`config.mk`:
```
export PLATFORM = sky130hd
export DESIGN_NAME = vram_plane
export DESIGN_NICKNAME = d
export VERILOG_FILES = /design/src/logic/hdmi_pkg.sv /design/src/logic/vram_plane.sv
export VERILOG_INCLUDE_DIRS = /design/src /design/src/logic
export SDC_FILE = /design/constraint.sdc
export NUM_CORES = 2
export LEC_CHECK = 0
export BUFFER_PORTS_ARGS = -buffer_cell sky130_fd_sc_hd__buf_2
export CORE_MARGIN = 2
export CORE_UTILIZATION = 65
export CTS_BUF_LIST = sky130_fd_sc_hd__clkbuf_4
export CTS_CLUSTER_DIAMETER = 100
export CTS_CLUSTER_SIZE = 14
export DETAILED_ROUTE_END_ITERATION = 8
export PLACE_DENSITY_LB_ADDON = 0.2
export SLEW_MARGIN = 20
export SYNTH_ARGS = -nofsm -noshare
export SYNTH_HDL_FRONTEND = slang
export SYNTH_SLANG_ARGS = --single-unit
```
`constraint.sdc`:
```
create_clock -name clk -period 3.2 [get_ports clk]
set_input_delay 0.96 -clock clk [delete_from_list [all_inputs] [get_ports clk]]
set_output_delay 0.96 -clock clk [all_outputs]
set_load 0.01 [all_outputs]
```
`src/logic/hdmi_defs.svh`:
```
`ifndef HDMI_DEFS_SVH
`define HDMI_DEFS_SVH

// ==============================
// horizontal timing in pixels
// ==============================
// line order is active, front porch, sync, back porch
`define H_ACTIVE 32 // visible pixels per line
`define H_FRONT 4   // front porch
`define H_SYNC 6    // hsync pulse width
`define H_BACK 6    // back porch

// ==============================
// vertical timing in lines
// ==============================
`define V_ACTIVE 16 // visible lines per frame
`define V_FRONT 2
`define V_SYNC 2    // vsync pulse width
`define V_BACK 2

// sync polarity, level while asserted
`define SYNC_ACTIVE 1

// ==============================
// frame buffer
// ==============================
// one plane holds exactly one visible frame
`define VRAM_DEPTH 512 // H_ACTIVE * V_ACTIVE
`define VRAM_AW 9      // pixel address width

`endif
```
`src/logic/hdmi_pkg.sv`:
```
`include "hdmi_defs.svh"

package hdmi_pkg;

   // ==============================
   // payload types
   // ==============================

   // one colour sample, as it arrives on the byte stream
   typedef logic [7:0] byte_t;

   // pixel address, y * H_ACTIVE + x
   typedef logic [`VRAM_AW-1:0] vram_addr_t;

   // full pixel, red on top
   typedef struct packed {
      byte_t red;   // bits 23:16
      byte_t green; // bits 15:8
      byte_t blue;  // bits 7:0
   } rgb_t;

   // ==============================
   // plane select
   // ==============================

   // byte phase of the packer and index of the plane memories
   // value doubles as the bit position in the one-hot write enable
   typedef enum logic [1:0] {
      PLANE_R = 2'd0, // first byte of a pixel
      PLANE_G = 2'd1,
      PLANE_B = 2'd2  // last byte, address steps after it
   } plane_t;

endpackage

```
`src/logic/vram_plane.sv`:
```
`include "hdmi_defs.svh"

module vram_plane (
   input  logic                 clk,
   input  logic                 wr_en,   // from packer, one plane at a time
   input  hdmi_pkg::vram_addr_t wr_addr,
   input  hdmi_pkg::byte_t      wr_data,
   input  hdmi_pkg::vram_addr_t rd_addr, // from scan reader
   output hdmi_pkg::byte_t      rd_data  // one cycle after rd_addr
);
   import hdmi_pkg::*;

   // ==============================
   // storage
   // ==============================
   // one byte per pixel of this colour
   byte_t mem [`VRAM_DEPTH];

   // write port
   always_ff @(posedge clk) begin
      if (wr_en) begin
         mem[wr_addr] <= wr_data;
      end
   end

   // ==============================
   // read port
   // ==============================
   // registered read, maps onto a block ram output register
   // same-address collision returns the byte before the write
   always_ff @(posedge clk) begin
      rd_data <= mem[rd_addr];
   end

   // packer wrap must keep writes inside the plane
   a_wr_addr_range : assert property (
      @(posedge clk)
      wr_en |-> (int'(wr_addr) < `VRAM_DEPTH)
   ) else $error("vram_plane: write address %0d out of range", wr_addr);

endmodule

```
==> key figures <==
Timing
  – Final setup vio count: 0
  – Period utilization: 97.8%
  – Worst-Margin Slew: 1110 ps
  – Setup TNS: 0 ps
  – RSZ-0062 raised after global routing: false
  – Hold Slack: 194 ps
  – Final Hold Fails: 0
  – Max Slew Vio Count: 0
  – Slew HR: 25.1%
  – FMAX: 0.320 GHz
  – Min Tclk post-route: 3130 ps
  – Worst setup margin: 71.0 ps
  – Clock skew: 121 ps

Logic synthesis
  – Register area share after synthesis: 77.0%
  – Yosys warning count: 0
  – Commonest cells post-synth: edfxtp_1, mux2i_1, mux4_2
  – Synthesized Nets: 8058
  – Post-synth ARST share: 0%
  – Primary FF master, synth: edfxtp_1
  – Number of library cell types mapped by synthesis: 51
  – Synth Register Bits: 4104
  – Number of synthesized flops with an enable pin: 4096
  – Post-synth top area cell: edfxtp_1
  – Syn Inst Count: 8030
  – Synthesized area: 160000 um^2
  – Cell types occupying the most area after synthesis: edfxtp_1, mux4_2, mux2i_1, o221ai_1, nor2_1
  – Share of the synthesized area in the top cell type: 76.9%
  – Synth Area per Inst: 19.9 um^2
  – Most common cell in the netlist: edfxtp_1

Routing
  – Drt pass-1 iters: 6
  – DR vias: 87300
  – Routed Antenna Nets: 0
  – Via/cell ratio: 6.86
  – WL final: 408 mm
  – Wire per inst: 32.0 um
  – # DRC: 0
  – Iteration-0 DRC count of the detailed router: 13200

Clocking
  – Root buf cell: clkbuf_4
  – CTS buffer count: 343
  – CTS H-Tree Depth: 5
  – CTS tree: built
  – Clk slew on worst S/H paths: 170 ps
  – CTS max path bufs: 4
  – Worst skew pair latency: 1530 ps
  – Setup Fix Bufs, Post-CTS: 0
  – Sink Count: 4104

Floorplan
  – Total core area: 245000 um^2
  – Die H: 500 um
  – Ports: 36
  – Row count: 182
  – Die W: 500 um
  – Initial Util: 65.2%
  – Die Area: 250000 um^2

Pwr
  – Switch Pwr: 19.1 mW
  – Peak VDD IR: 462 uV
  – Sw Ratio: 22.2%
  – Leakage power: 58.9 nW
  – Tot Pwr: 86.3 mW
  – Power per cell area: 484 nW/um^2
  – Total internal power: 67.2 mW
  – Clock network fraction of total power: 24.2%
  – Flop pwr share: 68.6%
  – Combinational Power Share: 7.2%

Global route
  – Total grt overflow: 0
  – Number of global-route vias before repair: 86500
  – Global-route wire length before repair: 588 mm
  – Largest net degree at the start of global routing: 129
  – Gr usage total: 32.7%
  – Antenna violations before repair: 14

Layout
  – Non-Filler Instances: 12700
  – Design area: 178000 um^2
  – Layout Utilization: 72.7%
  – Area growth syn-to-layout: 11.5%
  – Total Nets Final: 9489
  – Layout cells sized above 1: 28.2%

Placed design
  – Hpwl dp: 269 mm
  – DP Worst Slack: -1200 ps
  – Cell Area, Placed: 175000 um^2
  – Placed Cells: 12300
  – GPL Wtd Cong: 0.947
  – Input/output buffers: 35

Job
  – Max cap viols: 0

Run status
  – Status: complete, no violations

Critical path
  – Reg2Reg Setup Slack: 70 ps
  – Worst-path fanout max: 2
  – R2R Path End: rd_data[3]
  – Worst R2R Start: mem[264][3]
  – CP required: 4620 ps
  – CP startpoint kind: flip-flop
  – CP arrival: 4550 ps
  – R2r worst-path depth: 10
  – WS Path Type: reg -> reg
  – Worst setup EP type: flip-flop

Min path
  – HP Start: wr_addr[1]
  – Min-Delay Path Depth: 4
  – Worst min path class: in -> reg
  – WHS Endpoint: mem[43][6]
-- cells in the final DEF, fill, tap and decap left out, types with 61 or more instances in the layout --
cell and count:
o22ai_1 163, mux4_2 654, buf_12 164, o221ai_1 371, edfxtp_1 4096, nor2_1 595, clkbuf_4 377, o21ai_0 118
nor3_1 108, buf_4 1393, a22oi_1 61, nand2_1 98, a21oi_1 194, mux2i_1 797
-- critical path, stage by stage (launching register included) --
cell and delay [ps]:
edfxtp_1 350, mux2i_1 80, o221ai_1 250, buf_4 180, a21oi_1 140, nor4_1 960, buf_4 250, nand4_1 90
nor4_1 400, buf_4 180, o2111a_1 170
-- metal layers --
layer | vias up | GRT usage [%] | share of wire (%)
li1 | 36000 | - | -
met5 | - | 0 | 0.022
met2 | 5814 | 50.8 | 47
met1 | 44600 | 46.5 | 36
met4 | 8 | 12.9 | 4.5
met3 | 906 | 6.67 | 12
-- flip-flops by register name, indices dropped and copies added (netlist names) --
register / cells
rd_data: 8
mem: 4096
-- layout make-up --
class | instances | area (um^2)
Inverter | 3 | 18.8
Clock buffer | 377 | 2830
Clock inverter | 9 | 125
Timing Repair Buffer | 1599 | 14100
Fill cell | 14100 | 66900
Tap cell | 3220 | 4030
Antenna cell | 13 | 32.5
Sequential cell | 4104 | 123000
Multi-Input combinational cell | 3410 | 34000
-- what timing repair did --
action                                  4_1_cts  5_1_grt
endpoints found under the setup margin        8        0
hold buffers                                  8        0
resized for setup                            10        0
endpoints found under the hold margin       447        0
-- power groups by stage --
| stage | clock (mW) | combinational, mW | sequential (mW) |
|---|---|---|---|
| after floorplan | 0 | 2.82 | 60.4 |
| after global placement | 0 | 5.96 | 60.4 |
| after detailed placement | 0 | 6.10 | 60.4 |
| after CTS | 21.1 | 6.13 | 59.2 |
| after global routing | 22.9 | 6.43 | 59.2 |
| final | 20.9 | 6.21 | 59.2 |
-- cells by family (layout without fill, tap and decap cells) --
kind of cell | count (synthesis) | after routing | synth area share [%]
flops | 4104 | 4104 | 77.0
mux | 1451 | 1451 | 14.2
buf+inv | 516 | 1988 | 1.85
compound gates | 979 | 979 | 4.31
simple gates | 980 | 980 | 2.63
other cells | 0 | 13 | 0
-- worst max path at each step --
stage	from	endpoint	slack, ps	depth (start not counted)
after floorplan	rd_addr[0]	rd_data[0]	270	10
after global placement	rd_addr[0]	rd_data[1]	-1160	11
after detailed placement	rd_addr[0]	rd_data[1]	-1200	11
after CTS	rd_data[1]	rd_data[1]	-40	1
after global routing	rd_data[1]	rd_data[1]	60	1
final	mem[264][3]	rd_data[3]	70	10
Note: power is estimated with default switching activity, not from simulation.
