**config.mk**
```make
export PLATFORM = sky130hd
export DESIGN_NAME = byte_packer
export DESIGN_NICKNAME = d
export VERILOG_FILES = /design/src/logic/hdmi_pkg.sv /design/src/logic/byte_packer.sv
export VERILOG_INCLUDE_DIRS = /design/src /design/src/logic
export SDC_FILE = /design/constraint.sdc
export NUM_CORES = 1
export LEC_CHECK = 0
export BUFFER_PORTS_ARGS = -buffer_cell sky130_fd_sc_hd__buf_2
export CORE_MARGIN = 10
export CORE_UTILIZATION = 45
export DETAILED_ROUTE_END_ITERATION = 10
export PLACE_DENSITY = 0.8
export RECOVER_POWER = 50
export SYNTH_ARGS = -nofsm -noshare
export SYNTH_HDL_FRONTEND = slang
export SYNTH_SLANG_ARGS = --single-unit
export TNS_END_PERCENT = 20
```
**constraint.sdc**
```tcl
create_clock -name clk -period 1.7 [get_ports clk]
set_input_delay 0.085 -clock clk [delete_from_list [all_inputs] [get_ports clk]]
set_output_delay 0.085 -clock clk [all_outputs]
set_load 0.01 [all_outputs]
```
**src/logic/hdmi_defs.svh**
```systemverilog
`ifndef HDMI_DEFS_SVH
`define HDMI_DEFS_SVH

// ==============================
// horizontal timing in pixels
// ==============================
// line order is active, front porch, sync, back porch
`define H_ACTIVE 32 // visible pixels per line
`define H_FRONT 4   // front porch
`define H_SYNC 6    // hsync pulse width
`define H_BACK 6    // back porch

// ==============================
// vertical timing in lines
// ==============================
`define V_ACTIVE 16 // visible lines per frame
`define V_FRONT 2
`define V_SYNC 2    // vsync pulse width
`define V_BACK 2

// sync polarity, level while asserted
`define SYNC_ACTIVE 1

// ==============================
// frame buffer
// ==============================
// one plane holds exactly one visible frame
`define VRAM_DEPTH 512 // H_ACTIVE * V_ACTIVE
`define VRAM_AW 9      // pixel address width

`endif
```
**src/logic/hdmi_pkg.sv**
```systemverilog
`include "hdmi_defs.svh"

package hdmi_pkg;

   // ==============================
   // payload types
   // ==============================

   // one colour sample, as it arrives on the byte stream
   typedef logic [7:0] byte_t;

   // pixel address, y * H_ACTIVE + x
   typedef logic [`VRAM_AW-1:0] vram_addr_t;

   // full pixel, red on top
   typedef struct packed {
      byte_t red;   // bits 23:16
      byte_t green; // bits 15:8
      byte_t blue;  // bits 7:0
   } rgb_t;

   // ==============================
   // plane select
   // ==============================

   // byte phase of the packer and index of the plane memories
   // value doubles as the bit position in the one-hot write enable
   typedef enum logic [1:0] {
      PLANE_R = 2'd0, // first byte of a pixel
      PLANE_G = 2'd1,
      PLANE_B = 2'd2  // last byte, address steps after it
   } plane_t;

endpackage

```
**src/logic/byte_packer.sv**
```systemverilog
`include "hdmi_defs.svh"

module byte_packer (
   input  logic                 clk,
   input  logic                 rst_n,
   input  hdmi_pkg::byte_t      data_in,    // byte stream, r g b r g b ...
   input  logic                 data_valid, // no back-pressure
   output logic [2:0]           wr_en,      // one-hot, one bit per plane
   output hdmi_pkg::byte_t      wr_data,    // shared by all planes
   output hdmi_pkg::vram_addr_t wr_addr     // shared by all planes
);
   import hdmi_pkg::*;

   // last pixel of the buffer, wrap point
   localparam vram_addr_t ADDR_LAST = vram_addr_t'(`VRAM_DEPTH - 1);

   plane_t     phase;     // plane of the next accepted byte
   plane_t     phase_nxt;
   vram_addr_t pix_addr;  // pixel being assembled

   // ==============================
   // byte phase sequence
   // ==============================
   always_comb begin
      case (phase)
         PLANE_R: phase_nxt = PLANE_G;
         PLANE_G: phase_nxt = PLANE_B;
         PLANE_B: phase_nxt = PLANE_R; // pixel done
         default: phase_nxt = PLANE_R; // unused encoding, recover
      endcase
   end

   // ==============================
   // control state
   // ==============================
   always_ff @(posedge clk) begin
      if (!rst_n) begin
         phase    <= PLANE_R;
         pix_addr <= '0;
         wr_en    <= '0;
      end else begin
         wr_en <= '0; // single cycle strobe
         if (data_valid) begin
            // bit index equals the plane encoding
            wr_en <= 3'(1) << phase;
            phase <= phase_nxt;
            // address moves only once the blue byte is in
            if (phase == PLANE_B) begin
               if (pix_addr == ADDR_LAST) begin
                  pix_addr <= '0; // buffer full, start over
               end else begin
                  pix_addr <= pix_addr + vram_addr_t'(1);
               end
            end
         end
         // gaps in data_valid hold phase and address
      end
   end

   // ==============================
   // write payload
   // ==============================
   // captured with the accepted byte, used one cycle later
   always_ff @(posedge clk) begin
      if (data_valid) begin
         wr_data <= data_in;
         wr_addr <= pix_addr; // address before any increment
      end
   end

   // planes share data and address, so at most one may write
   a_wr_en_onehot0 : assert property (
      @(posedge clk) disable iff (!rst_n)
      $onehot0(wr_en)
   ) else $error("byte_packer: wr_en not one-hot %b", wr_en);

endmodule

```
==> summary.txt <==
status: completed
P_leak: 0.612 nW
maximum vdd drop: 0.616 mV
Buffers on Ports: 30
Die Area: 4910 sq um
first-pass GRT wire length: 4040 um
initial antenna violation count: 0
total of warnings raised by yosys: 0
commonest non-fill, non-tap cell in the layout: buf_2
most frequent cells in the layout: buf_2 (29), edfxtp_1 (17), dfxtp_1 (13)
DRC errors left: 0
Worst-Skew Late Latency: 0.32 ns
Worst EP required: 1.91 ns
Post-Place Worst Slack: -0.0406 ns
GP Congestion: 0.710
final setup violation count: 0
initial core utilization: 46.5%
period utilization: 92.6%
post-DR vias/cell: 5.09
Mean Syn Cell Area: 13.3 sq um
Worst-path clk slew: 0.09 ns
proportion of layout cells with a drive suffix above 1: 29.3%
library cells used by synthesis: 23
# H-tree levels: 2
vias in the first global route: 869
Worst Setup Path Type: flop to flop
Final nets: 146
hold-critical path endpoint: phase[0]
Worst Path Max Fanout: 6
I/O pin count: 31
Synth Cell Area: 1130 sq um
fill count: 204
r2r endpoint: pix_addr[6]
Starting DRT DRC Count: 49
clock skew: 0.00522 ns
r2r worst-path depth: 8
fin crit period: 1.57 ns
Total GRT Usage: 10.0%
total gr overflow: 0
R2R setup slack: 0.13 ns
Slew Limit Fails: 0
clk buf depth: 2
Die W: 70.1 um
Startpoint Class: flop
# diodes: 0
Final Core Density: 60.1%
row count: 18
Min-Delay Path Class: input port to flop
Post-Syn Instances: 85
Area growth syn-to-layout: 29.3%
MaxCap Viol Count: 0
worst slew pin tran: 1.05 ns
WHS Path Cells: 2
Final Hold Viols: 0
post-synthesis sequential area ratio: 70.0%
WL per Instance: 14.8 um
DRT Pass-1 Iters: 4
Setup crit end kind: flop
Reg-to-Reg Start: pix_addr[1]
max frequency: 635 MHz
final WL: 2410 um
Detail Route Antenna Nets: 0
power per cell area: 896 nW/um^2
RSZ-0062 raised after global routing: no
setup ws final: 0.125 ns
Synthesized Nets: 99
largest net degree at the start of global routing: 23
#FFs+latches synth: 31
CTS tree: yes
Critical Path AT: 1.79 ns
DR vias: 829
relative slew slack: 30.3%
hold wc startpoint: rst_n
die height: 70.1 um
total CTS buffers: 5
Clock Sinks: 31
core area: 2430 sq um
clk root buf: clkbuf_4
[cells in the mapped netlist]
| cell | n | share of area (%) |
|---|---|---|
| edfxtp_1 | 17 | 45 |
| dfxtp_1 | 14 | 25 |
| nor2_1 | 7 | 2.3 |
| a21oi_1 | 6 | 2.7 |
| nand2_1 | 5 | 1.7 |
| o21ai_0 | 5 | 2.2 |
| ha_1 | 3 | 3.3 |
| inv_1 | 3 | 1.0 |
| nand3_1 | 3 | 1.3 |
| o31ai_1 | 3 | 2.0 |
| or3_1 | 3 | 1.7 |
| or4_1 | 3 | 2.0 |
| mux2i_1 | 2 | 1.8 |
| nand2b_1 | 2 | 1.1 |
| and2_1 | 1 | 0.55 |
| buf_2 | 1 | 0.44 |
| mux2_2 | 1 | 1.0 |
| nand3b_4 | 1 | 1.8 |
| nand4_1 | 1 | 0.55 |
| nand4b_1 | 1 | 0.78 |
| nor3_1 | 1 | 0.44 |
| or2b_1 | 1 | 0.66 |
| xor2_1 | 1 | 0.78 |
[through the flow]
step	area, sq um	cells	hold WS [ns]	power, mW	TNS (ns)
after floorplan	1130	85	0.184	0.878	0
after global placement	1340	147	0.262	0.930	0
after detailed placement	1340	147	0.264	0.932	-0.194
after CTS	1470	163	0.0378	1.33	0
after global routing	1460	163	0.0471	1.37	0
final	1460	163	0.0442	1.31	0
[worst max-delay path by stage]
stage | start | to | slack, ns | cells past startpoint
after floorplan | pix_addr[0] | pix_addr[1] | 0.03 | 7
after global placement | pix_addr[1] | pix_addr[3] | 0.14 | 8
after detailed placement | pix_addr[1] | pix_addr[4] | -0.04 | 8
after CTS | pix_addr[1] | pix_addr[6] | 0.03 | 8
after global routing | pix_addr[1] | pix_addr[6] | 0.02 | 8
final | pix_addr[1] | pix_addr[6] | 0.13 | 8
[worst max-delay path: stages (launching register included)]
cell and delay [ns]:
dfxtp_2 0.37, ha_1 0.20, nand2_1 0.11, nor3_2 0.21, ha_1 0.19, inv_1 0.03
o21ai_0 0.14, buf_4 0.17, a21oi_1 0.05
[flip-flops by register name, indices dropped and copies added (netlist names)]
signal,flops
wr_addr,9
wr_en,3
wr_data,8
phase,2
pix_addr,9
[routing by layer]
layer | track usage, % | part of all wire [%] | vias to the layer above
met5 | 0 | 0 | -
met3 | 6.21 | 9.8 | 5
met1 | 9.96 | 39 | 387
met2 | 16.6 | 50 | 32
met4 | 3.73 | 1.3 | 0
li1 | - | - | 405
[where the power goes]
part	internal, mW	leakage (nW)	switching [mW]
combinational	0.0483	0.298	0.0509
clock	0.153	0.0273	0.230
sequential	0.818	0.287	0.00947
total	1.02	0.612	0.290
[kinds of logic after synthesis]
kind of cell             share of synthesized area (%)
flip-flops                                        70.0
AND/OR/NAND/NOR                                   14.8
AO/OA/AOI/OAI                                     6.87
buffers and inverters                             1.44
multiplexers                                      2.77
adder cells (fa/ha/maj)                           3.32
XOR/XNOR                                         0.775
[area by class of cell]
type                            count  area, sq um  area share (%)
Clock buffer                        6         41.3            2.83
Clock inverter                      2         7.51           0.514
Inverter                            3         11.3           0.771
Multi-Input combinational cell     50          328            22.4
Sequential cell                    31          792            54.2
Tap cell                           30         37.5            2.57
Timing Repair Buffer               41          244            16.7
[repair_timing]
| action | 4_1_cts | 5_1_grt |
|---|---|---|
| endpoints found under the setup margin | 6 | 7 |
| hold buffers | 8 | 0 |
| gates resized for setup | 1 | 1 |
| buffers inserted | 0 | 0 |
| pin swaps | 0 | 1 |
| endpoints found under the hold margin | 8 | 0 |
(Power assumes the default switching activity.)
