$ cat src/logic/hdmi_defs.svh
`ifndef HDMI_DEFS_SVH
`define HDMI_DEFS_SVH

// ==============================
// horizontal timing in pixels
// ==============================
// line order is active, front porch, sync, back porch
`define H_ACTIVE 32 // visible pixels per line
`define H_FRONT 4   // front porch
`define H_SYNC 6    // hsync pulse width
`define H_BACK 6    // back porch

// ==============================
// vertical timing in lines
// ==============================
`define V_ACTIVE 16 // visible lines per frame
`define V_FRONT 2
`define V_SYNC 2    // vsync pulse width
`define V_BACK 2

// sync polarity, level while asserted
`define SYNC_ACTIVE 1

// ==============================
// frame buffer
// ==============================
// one plane holds exactly one visible frame
`define VRAM_DEPTH 512 // H_ACTIVE * V_ACTIVE
`define VRAM_AW 9      // pixel address width

`endif
$ cat src/logic/hdmi_pkg.sv
`include "hdmi_defs.svh"

package hdmi_pkg;

   // ==============================
   // payload types
   // ==============================

   // one colour sample, as it arrives on the byte stream
   typedef logic [7:0] byte_t;

   // pixel address, y * H_ACTIVE + x
   typedef logic [`VRAM_AW-1:0] vram_addr_t;

   // full pixel, red on top
   typedef struct packed {
      byte_t red;   // bits 23:16
      byte_t green; // bits 15:8
      byte_t blue;  // bits 7:0
   } rgb_t;

   // ==============================
   // plane select
   // ==============================

   // byte phase of the packer and index of the plane memories
   // value doubles as the bit position in the one-hot write enable
   typedef enum logic [1:0] {
      PLANE_R = 2'd0, // first byte of a pixel
      PLANE_G = 2'd1,
      PLANE_B = 2'd2  // last byte, address steps after it
   } plane_t;

endpackage

$ cat src/logic/scan_reader.sv
`include "hdmi_defs.svh"

module scan_reader (
   input  logic                 clk,
   input  logic                 rst_n,
   output hdmi_pkg::vram_addr_t rd_addr, // to all three planes
   input  hdmi_pkg::rgb_t       rd_data, // planes, one cycle after rd_addr
   output hdmi_pkg::rgb_t       rgb,     // zero outside the active area
   output logic                 hsync,
   output logic                 vsync,
   output logic                 de
);
   import hdmi_pkg::*;

   // ==============================
   // derived timing
   // ==============================
   localparam int H_TOTAL = `H_ACTIVE + `H_FRONT + `H_SYNC + `H_BACK; // 48
   localparam int V_TOTAL = `V_ACTIVE + `V_FRONT + `V_SYNC + `V_BACK; // 22
   localparam int HW      = $clog2(H_TOTAL);
   localparam int VW      = $clog2(V_TOTAL);

   // sync windows sit after the front porch
   localparam int HS_START = `H_ACTIVE + `H_FRONT;
   localparam int HS_END   = HS_START + `H_SYNC;
   localparam int VS_START = `V_ACTIVE + `V_FRONT;
   localparam int VS_END   = VS_START + `V_SYNC;

   localparam logic SYNC_ON  = 1'(`SYNC_ACTIVE);
   localparam logic SYNC_OFF = ~SYNC_ON;

   logic [HW-1:0] h_cnt;    // pixel within line
   logic [VW-1:0] v_cnt;    // line within frame
   logic          h_last;
   logic          v_last;
   logic          active;   // current counters inside the picture
   logic          hs_win;
   logic          vs_win;
   vram_addr_t    pix_addr; // address of the pixel at the counters

   // ==============================
   // timing counters
   // ==============================
   assign h_last = (h_cnt == HW'(H_TOTAL - 1));
   assign v_last = (v_cnt == VW'(V_TOTAL - 1));

   always_ff @(posedge clk) begin
      if (!rst_n) begin
         h_cnt <= '0; // origin
         v_cnt <= '0;
      end else begin
         if (h_last) begin
            h_cnt <= '0;
            // line step only at end of line
            if (v_last) begin
               v_cnt <= '0;
            end else begin
               v_cnt <= v_cnt + VW'(1);
            end
         end else begin
            h_cnt <= h_cnt + HW'(1);
         end
      end
   end

   // decode of the current counter state
   assign active = (h_cnt < HW'(`H_ACTIVE)) && (v_cnt < VW'(`V_ACTIVE));
   assign hs_win = (h_cnt >= HW'(HS_START)) && (h_cnt < HW'(HS_END));
   assign vs_win = (v_cnt >= VW'(VS_START)) && (v_cnt < VW'(VS_END));

   // ==============================
   // read addressing
   // ==============================
   // runs y * H_ACTIVE + x without a multiplier
   always_ff @(posedge clk) begin
      if (!rst_n) begin
         pix_addr <= '0;
      end else if (h_last && v_last) begin
         pix_addr <= '0; // next cycle is the origin
      end else if (active) begin
         pix_addr <= pix_addr + vram_addr_t'(1);
      end
      // blanking holds the address of the next visible pixel
   end

   assign rd_addr = pix_addr; // planes register it, data lands at t+1

   // ==============================
   // output stage
   // ==============================
   // one register stage, lines up with the plane read latency
   always_ff @(posedge clk) begin
      if (!rst_n) begin
         de    <= 1'b0;
         hsync <= SYNC_OFF; // inactive level
         vsync <= SYNC_OFF;
      end else begin
         de    <= active;
         hsync <= hs_win ? SYNC_ON : SYNC_OFF;
         vsync <= vs_win ? SYNC_ON : SYNC_OFF;
      end
   end

   // blank outside the picture, stale plane data never shows
   assign rgb = de ? rd_data : '0;

   // active area and hsync pulse must not overlap on the output
   a_de_not_in_hsync : assert property (
      @(posedge clk) disable iff (!rst_n)
      de |-> (hsync != SYNC_ON)
   ) else $error("scan_reader: de during hsync");

endmodule

$ cat config.mk
export PLATFORM = sky130hd
export DESIGN_NAME = scan_reader
export DESIGN_NICKNAME = d
export VERILOG_FILES = /design/src/logic/hdmi_pkg.sv /design/src/logic/scan_reader.sv
export VERILOG_INCLUDE_DIRS = /design/src /design/src/logic
export SDC_FILE = /design/constraint.sdc
export NUM_CORES = 1
export LEC_CHECK = 0
export ABC_CLOCK_PERIOD_IN_PS = 1400
export BUFFER_PORTS_ARGS = -buffer_cell sky130_fd_sc_hd__clkbuf_2
export CAP_MARGIN = 10
export CORE_ASPECT_RATIO = 2
export CORE_UTILIZATION = 40
export CTS_BUF_LIST = sky130_fd_sc_hd__clkbuf_16
export DETAILED_ROUTE_END_ITERATION = 8
export GPL_ROUTABILITY_DRIVEN = 1
export HOLD_SLACK_MARGIN = 0.05
export PLACE_DENSITY = 0.83
export SETUP_SLACK_MARGIN = 0.2
export SKIP_CTS_REPAIR_TIMING = 1
export SLEW_MARGIN = 20
export SYNTH_ARGS = -nofsm -noshare
export SYNTH_HDL_FRONTEND = slang
export SYNTH_SLANG_ARGS = --single-unit
$ cat constraint.sdc
create_clock -name clk -period 1.4 [get_ports clk]
set_input_delay 0.35 -clock clk [delete_from_list [all_inputs] [get_ports clk]]
set_output_delay 0.35 -clock clk [all_outputs]
set_load 0.02 [all_outputs]
==> results of run 1 <==
power by group through the flow:
stage,Clock (mW),Combinational [mW],Sequential (mW)
floorplan,0,0.140,0.721
global placement,0,0.245,0.712
detailed placement,0,0.250,0.713
CTS,0.630,0.250,0.699
global route,0.657,0.425,0.698
finish,0.632,0.400,0.695
area by class of cell:
| type | instances | area (um2) |
|---|---|---|
| repair buffers | 91 | 734 |
| well taps | 29 | 36.3 |
| multi-input cells | 111 | 933 |
| clock buffers | 3 | 75.1 |
| clock inverters | 1 | 5.00 |
| fillers | 160 | 513 |
| flip-flops and latches | 23 | 492 |
| inverters | 4 | 15.0 |
state kept, by name, summed over array words and instances, names as in the netlist:
register,count
v_cnt,5
rd_addr,9
hsync,1
h_cnt,6
de,1
vsync,1
cell families after synthesis:
logic type,Yosys count,share of synthesized area
xor gates and xnor gates,4,0.0290
AOI/OAI and AO/OA,29,0.150
DFF,23,0.381
adders and majority gates,5,0.0518
buffers and inverters,10,0.0321
muxes,1,0.00828
and+or+nand+nor,71,0.348
final timing paths:
| kind | from | to | slack (ns) | cells after the start |
|---|---|---|---|---|
| worst max-delay path | h_cnt[5]$_SDFF_PP0_ | rd_addr[5]$_SDFFE_PP0P_ | -0.02 | 3 |
| worst min register to register | rd_addr[8]$_SDFFE_PP0P_ | rd_addr[8]$_SDFFE_PP0P_ | 0.51 | 2 |
| worst max register to register | h_cnt[5]$_SDFF_PP0_ | rd_addr[5]$_SDFFE_PP0P_ | -0.02 | 3 |
| worst min-delay path | rd_addr[8]$_SDFFE_PP0P_ | rd_addr[8]$_SDFFE_PP0P_ | 0.51 | 2 |
critical path: cells and delay by family, from the launching register on:
family / cells / cell delay, ns
and+or+nand+nor: 1 / 0.55
AOI/OAI and AO/OA: 2 / 0.39
DFF: 1 / 0.37
metal layers:
metal  part of all wire  vias to the layer above  routed length [um]
met2               0.54                       88                2400
li1                   -                      683                   -
met1               0.35                      698                1540
met5                  0                        -                   0
met4              0.042                        0                 184
met3              0.066                       16                 290
placed cells by master, fill, tap and decap left out, drive strengths merged:
cell type	instances
a211oi	2
a21boi	3
a21oi	8
and2	26
and3	1
buf	58
clkbuf	36
clkinv	1
dfxtp	23
ha	5
inv	4
mux2i	1
nand2	9
nand2b	2
nand3	7
nand3b	2
nand4	2
nand4b	1
nor2	6
nor3b	2
nor4b	1
o21ai	9
o22ai	1
o311ai	1
o31ai	4
o32ai	1
or2	1
or3	6
or3b	2
or4	2
or4b	2
xnor2	2
xor2	2
metrics by stage:
| step | instance area [um2] | cells | setup WS (ns) |
|---|---|---|---|
| 3_3_place_gp | 1770 | 245 | -0.00209 |
| 6_report | 2290 | 262 | -0.0244 |
| 3_5_place_dp | 1770 | 245 | -0.0475 |
| 5_1_grt | 2290 | 262 | -0.0477 |
| 2_1_floorplan | 1330 | 143 | 0.0229 |
| 4_1_cts | 1850 | 249 | -0.0937 |
==> impl_results.md, run 1 <==
* Outcome: finished with violations
* Failing checks: setup timing
* Hold_ws at between 0.5 and 0.6 ns
* Initial Util at 0.431
* Library cells used by synthesis at 34
* Crit-path cells: or3b_2, o21ai_0, a21oi_1
* Antenna violations before repair at 0
* Placer Congestion at ~0.74
* Asr flop ratio synth at 0
* Leading post-synthesis cells by cell area: dfxtp_1, and2_1, ha_1
* CP Max Fanout at 6
* Worst-Skew Late Latency at 0.26 ns
* Worst setup SP type: flip-flop
* Crit. End Element: flip-flop
* Final worst path period share at 1.02
* CTS Root Cell: clkbuf_16
* Combinational power share at 0.232
* Syn Nets at between 150 and 200
* 1st-iter DRT viols at 47
* Layout cells sized above 1 at 0.678
* Final Hold Viols at 0
* Clock-pin slew on the worst setup and hold paths at around 0.060 ns
* #FFs+latches synth at 23
* Clock Skew at about 0.0022 ns
* Antenna Cells at 0
* Nets at 265
* Most numerous cell in the Yosys netlist: and2_1
* TritonCTS clock tree: built
* DR vias at 1,485
* Worst-Margin Slew at 0.378 ns
* Max Buffers Root-to-Sink at 2
* Grt met2 use at 0.394
* Die height at between 70 and 80 um
* YS warnings at 0
* Met1 usage at 0.165
* Post-synth top cells: and2_1, dfxtp_1, nand2_1, o21ai_0, a21oi_1
* Peak supply drop at 789 uV
* Internal Power at ~1.3 mW
* Drt total wl at 4.41 mm
* Sw Ratio at 0.260
* Num rows at 27
* CP Data Arrival Time at 1.57 ns
* Most common flop cell mapped by yosys: dfxtp_1
* Power Density at 754 nW/um2
* Global-route wire length before repair at 4.70 mm
* Ports at 62
* Sequential-to-total area share from yosys stat at 0.381
* Post-Synthesis Cells at 143
* Fmax at 0.702 GHz
* Die area at 3260 um2
* Max stage delay on crit path at 0.55 ns
* Overall power at 1.73 mW
* Worst setup margin at -0.0244 ns
* WP data required at between 1.5 and 2 ns
* Sink Count at 23
* Critical path type: reg -> reg
* Psw at roughly 0.45 mW
* HPWL reported at the end of detailed placement at 2.51 mm
* Crit path max-delay cell type: or3b_2
* Final TNS setup at -0.140 ns
* Final Setup Violations at 14
* GR Layer Usage met3 at 0.0279
* Largest net degree at the start of global routing at 26
* Synth-to-layout area growth at 89.5%
* Mean post-synth cell area at 8.45 um2
* # H-tree levels at 1
* Layout Utilization at 0.817
* Sequential fraction of design power at 0.403
* Vias in the first global route at 1,216
* GRT busiest layer: met2
* Slew Limit Headroom at 0.748
* Pins Over Slew Limit at 0
* Number of flops mapped to enable cells by yosys at 0
* Synth Cell Area at 1210 um2
* Clock power share at 0.366
* IO Port Bufs at 61
* Vias per cell at 5.67
* Routed len/inst at 16.8 um
* DIE WIDTH at between 40 and 50 um
* DRC viols at 0
* GRT Total Usage at 0.207
* Core area at 2800 um2
* Leakage power at ~0.98 nW
* Final ANT Viol Nets at 0
* Biggest area consumer among synthesized cells: dfxtp_1
* Total grt overflow at 0
* Share of the synthesized area in the top cell type at 0.381
* Drt pass-1 iters at 4
* Fin crit period at 1.42 ns
* Max-cap check violation count at 0
* Type of the worst min-delay path: reg -> reg
* RSZ-0062 raised after global routing: yes
* CTS Buf Count at 3
Note: power is estimated with default switching activity, not from simulation.
==> run 2: changes to the inputs <==
--- a/config.mk
+++ b/config.mk
@@ -9,13 +9,13 @@
 export ABC_CLOCK_PERIOD_IN_PS = 1400
 export BUFFER_PORTS_ARGS = -buffer_cell sky130_fd_sc_hd__clkbuf_2
 export CAP_MARGIN = 10
-export CORE_ASPECT_RATIO = 2
+export CORE_ASPECT_RATIO = 0.7
 export CORE_UTILIZATION = 40
 export CTS_BUF_LIST = sky130_fd_sc_hd__clkbuf_16
 export DETAILED_ROUTE_END_ITERATION = 8
 export GPL_ROUTABILITY_DRIVEN = 1
 export HOLD_SLACK_MARGIN = 0.05
-export PLACE_DENSITY = 0.83
+export PLACE_DENSITY = 0.84
 export SETUP_SLACK_MARGIN = 0.2
 export SKIP_CTS_REPAIR_TIMING = 1
 export SLEW_MARGIN = 20
==> run 2 against run 1 <==
Net effect:
- the flow still finishes with violations (setup timing)
- first-iteration DRC count increased to 3.6 times the previous value
- utilization decreased by 0.32 points
- non-clock buffer count increased by 4
- fmax decreased by 4.7%
- clock skew is 0.0023 ns higher
- critical path type unchanged
- largest cell class unchanged
- largest power group unchanged
==> impl_results.md, run 2 (synthesis gave the netlist of run 1 again) <==
* Outcome: finished with violations
* Failing checks: setup timing
* Leakage power at a little under 1 nW
* Leading cell type in the layout, fill and taps excluded: buf_6
* Routed len/inst at 19.2 um
* Final TNS setup at -0.451 ns
* Fmax at 0.669 GHz
* # H-tree levels at 1
* 1st-iter DRT viols at 169
* Clock-pin slew on the worst setup and hold paths at 0.06 ns
* Vias in the first global route at 945
* Crit. End Element: flip-flop
* Fin crit period at 1.50 ns
* Antenna Cells at 0
* Antenna violations before repair at 0
* Post-route cell area at 2310 um2
* Post-Place Cell Area at between 1500 and 2000 um2
* Layout Utilization at 0.814
* Worst-Skew Late Latency at 0.26 ns
* Max-cap check violation count at 0
* TritonCTS clock tree: built
* CTS Root Cell: clkbuf_16
* Final worst path period share at 1.07
* Placer Congestion at 0.833
* Layout cells sized above 1 at 0.675
* Worst setup SP type: flip-flop
* Global-route wire length before repair at between 4 and 5 mm
* Sink Count at 23
* Peak supply drop at 939 uV
* Clock Skew at between 0.004 and 0.005 ns
* Die height at 48.0 um
* Max FFs per register at 9
* Total grt overflow at 0
* Final Hold Viols at 0
* Die area at around 3200 um2
* Hold_ws at 0.539 ns
* Worst-Margin Slew at about 0.4 ns
* CP Max Fanout at 9
* Final ANT Viol Nets at 0
* Synth-to-layout area growth at 91.4%
* RSZ-0062 raised after global routing: yes
* Critical path type: reg -> reg
* Number of cells in the finished layout apart from fillers at 273
* Nets at 269
* DR vias at 1,540
* CTS Buf Count at 3
* DIE WIDTH at 67.7 um
* Inst Count DP at 257
* Drt total wl at 5.24 mm
* Core area at 2840 um2
* WP data required at between 1.5 and 2 ns
* Ports at 62
* Max Buffers Root-to-Sink at 2
* Largest net degree at the start of global routing at 26
* Type of the worst min-delay path: reg -> reg
* Drt pass-1 iters at 4
* Vias per cell at 5.64
* Slew Limit Headroom at 0.728
* CP Data Arrival Time at between 1.5 and 2 ns
* Fill count at 143
* Final Setup Violations at 13
* DRC viols at 0
* IO Port Bufs at 61
* Worst setup margin at -0.0952 ns
* Reg2Reg Setup Slack at -0.1 ns
* Pins Over Slew Limit at 0
* Initial Util at 0.425
* Most frequent cells in the layout: buf_6, clkbuf_2, buf_4
* HPWL reported at the end of detailed placement at between 2 and 3 mm
* Power Density at 754 nW/um2
* GRT Total Usage at 0.202
* Num rows at 16
==> run 2: routing by layer <==
layer / GRT usage / up-vias / wire length [um] / part of all wire
li1: - / 691 / - / -
met1: 0.290 / 738 / 1990 / 0.38
met2: 0.305 / 78 / 2630 / 0.50
met3: 0.0571 / 33 / 354 / 0.068
met4: 0.0255 / 0 / 263 / 0.050
met5: 0 / - / 0 / 0
==> run 2: worst paths after layout <==
kind                        endpoint                    start  depth (start not counted)
max reg2reg    v_cnt[3]$_SDFFE_PN0P_      h_cnt[4]$_SDFF_PP0_                          4
min reg2reg  rd_addr[8]$_SDFFE_PP0P_  rd_addr[8]$_SDFFE_PP0P_                          2
max            v_cnt[3]$_SDFFE_PN0P_      h_cnt[4]$_SDFF_PP0_                          4
min          rd_addr[8]$_SDFFE_PP0P_  rd_addr[8]$_SDFFE_PP0P_                          2
==> run 2: cell type report <==
class	instances	area (um2)	area share
Multi-Input combinational cell	111	921	0.398
Timing Repair Buffer	95	766	0.331
Sequential cell	23	488	0.211
Clock buffer	3	75.1	0.0324
Tap cell	36	45.0	0.0195
Inverter	4	15.0	0.00649
Clock inverter	1	3.75	0.00162
==> run 2: critical path: stages (launching register included) <==
cell and delay (ns):
dfxtp_1 0.31, nand2b_2 0.28, buf_4 0.20, o311ai_1 0.41
o31ai_1 0.16
==> run 2: report_power, final <==
group | internal, mW | total (mW) | switching (mW) | leakage, nW
clock network | 0.382 | 0.636 | 0.253 | 0.0423
registers | 0.670 | 0.692 | 0.0216 | 0.193
logic | 0.226 | 0.418 | 0.191 | 0.755
==> run 2: metrics by stage <==
| stage | worst slack (ns) | total power [mW] |
|---|---|---|
| floorplan | 0.0229 | 0.861 |
| global placement | 0.0260 | 0.968 |
| finish | -0.0952 | 1.75 |
| CTS | -0.115 | 1.59 |
| detailed placement | -0.0213 | 0.977 |
| global route | -0.125 | 1.81 |
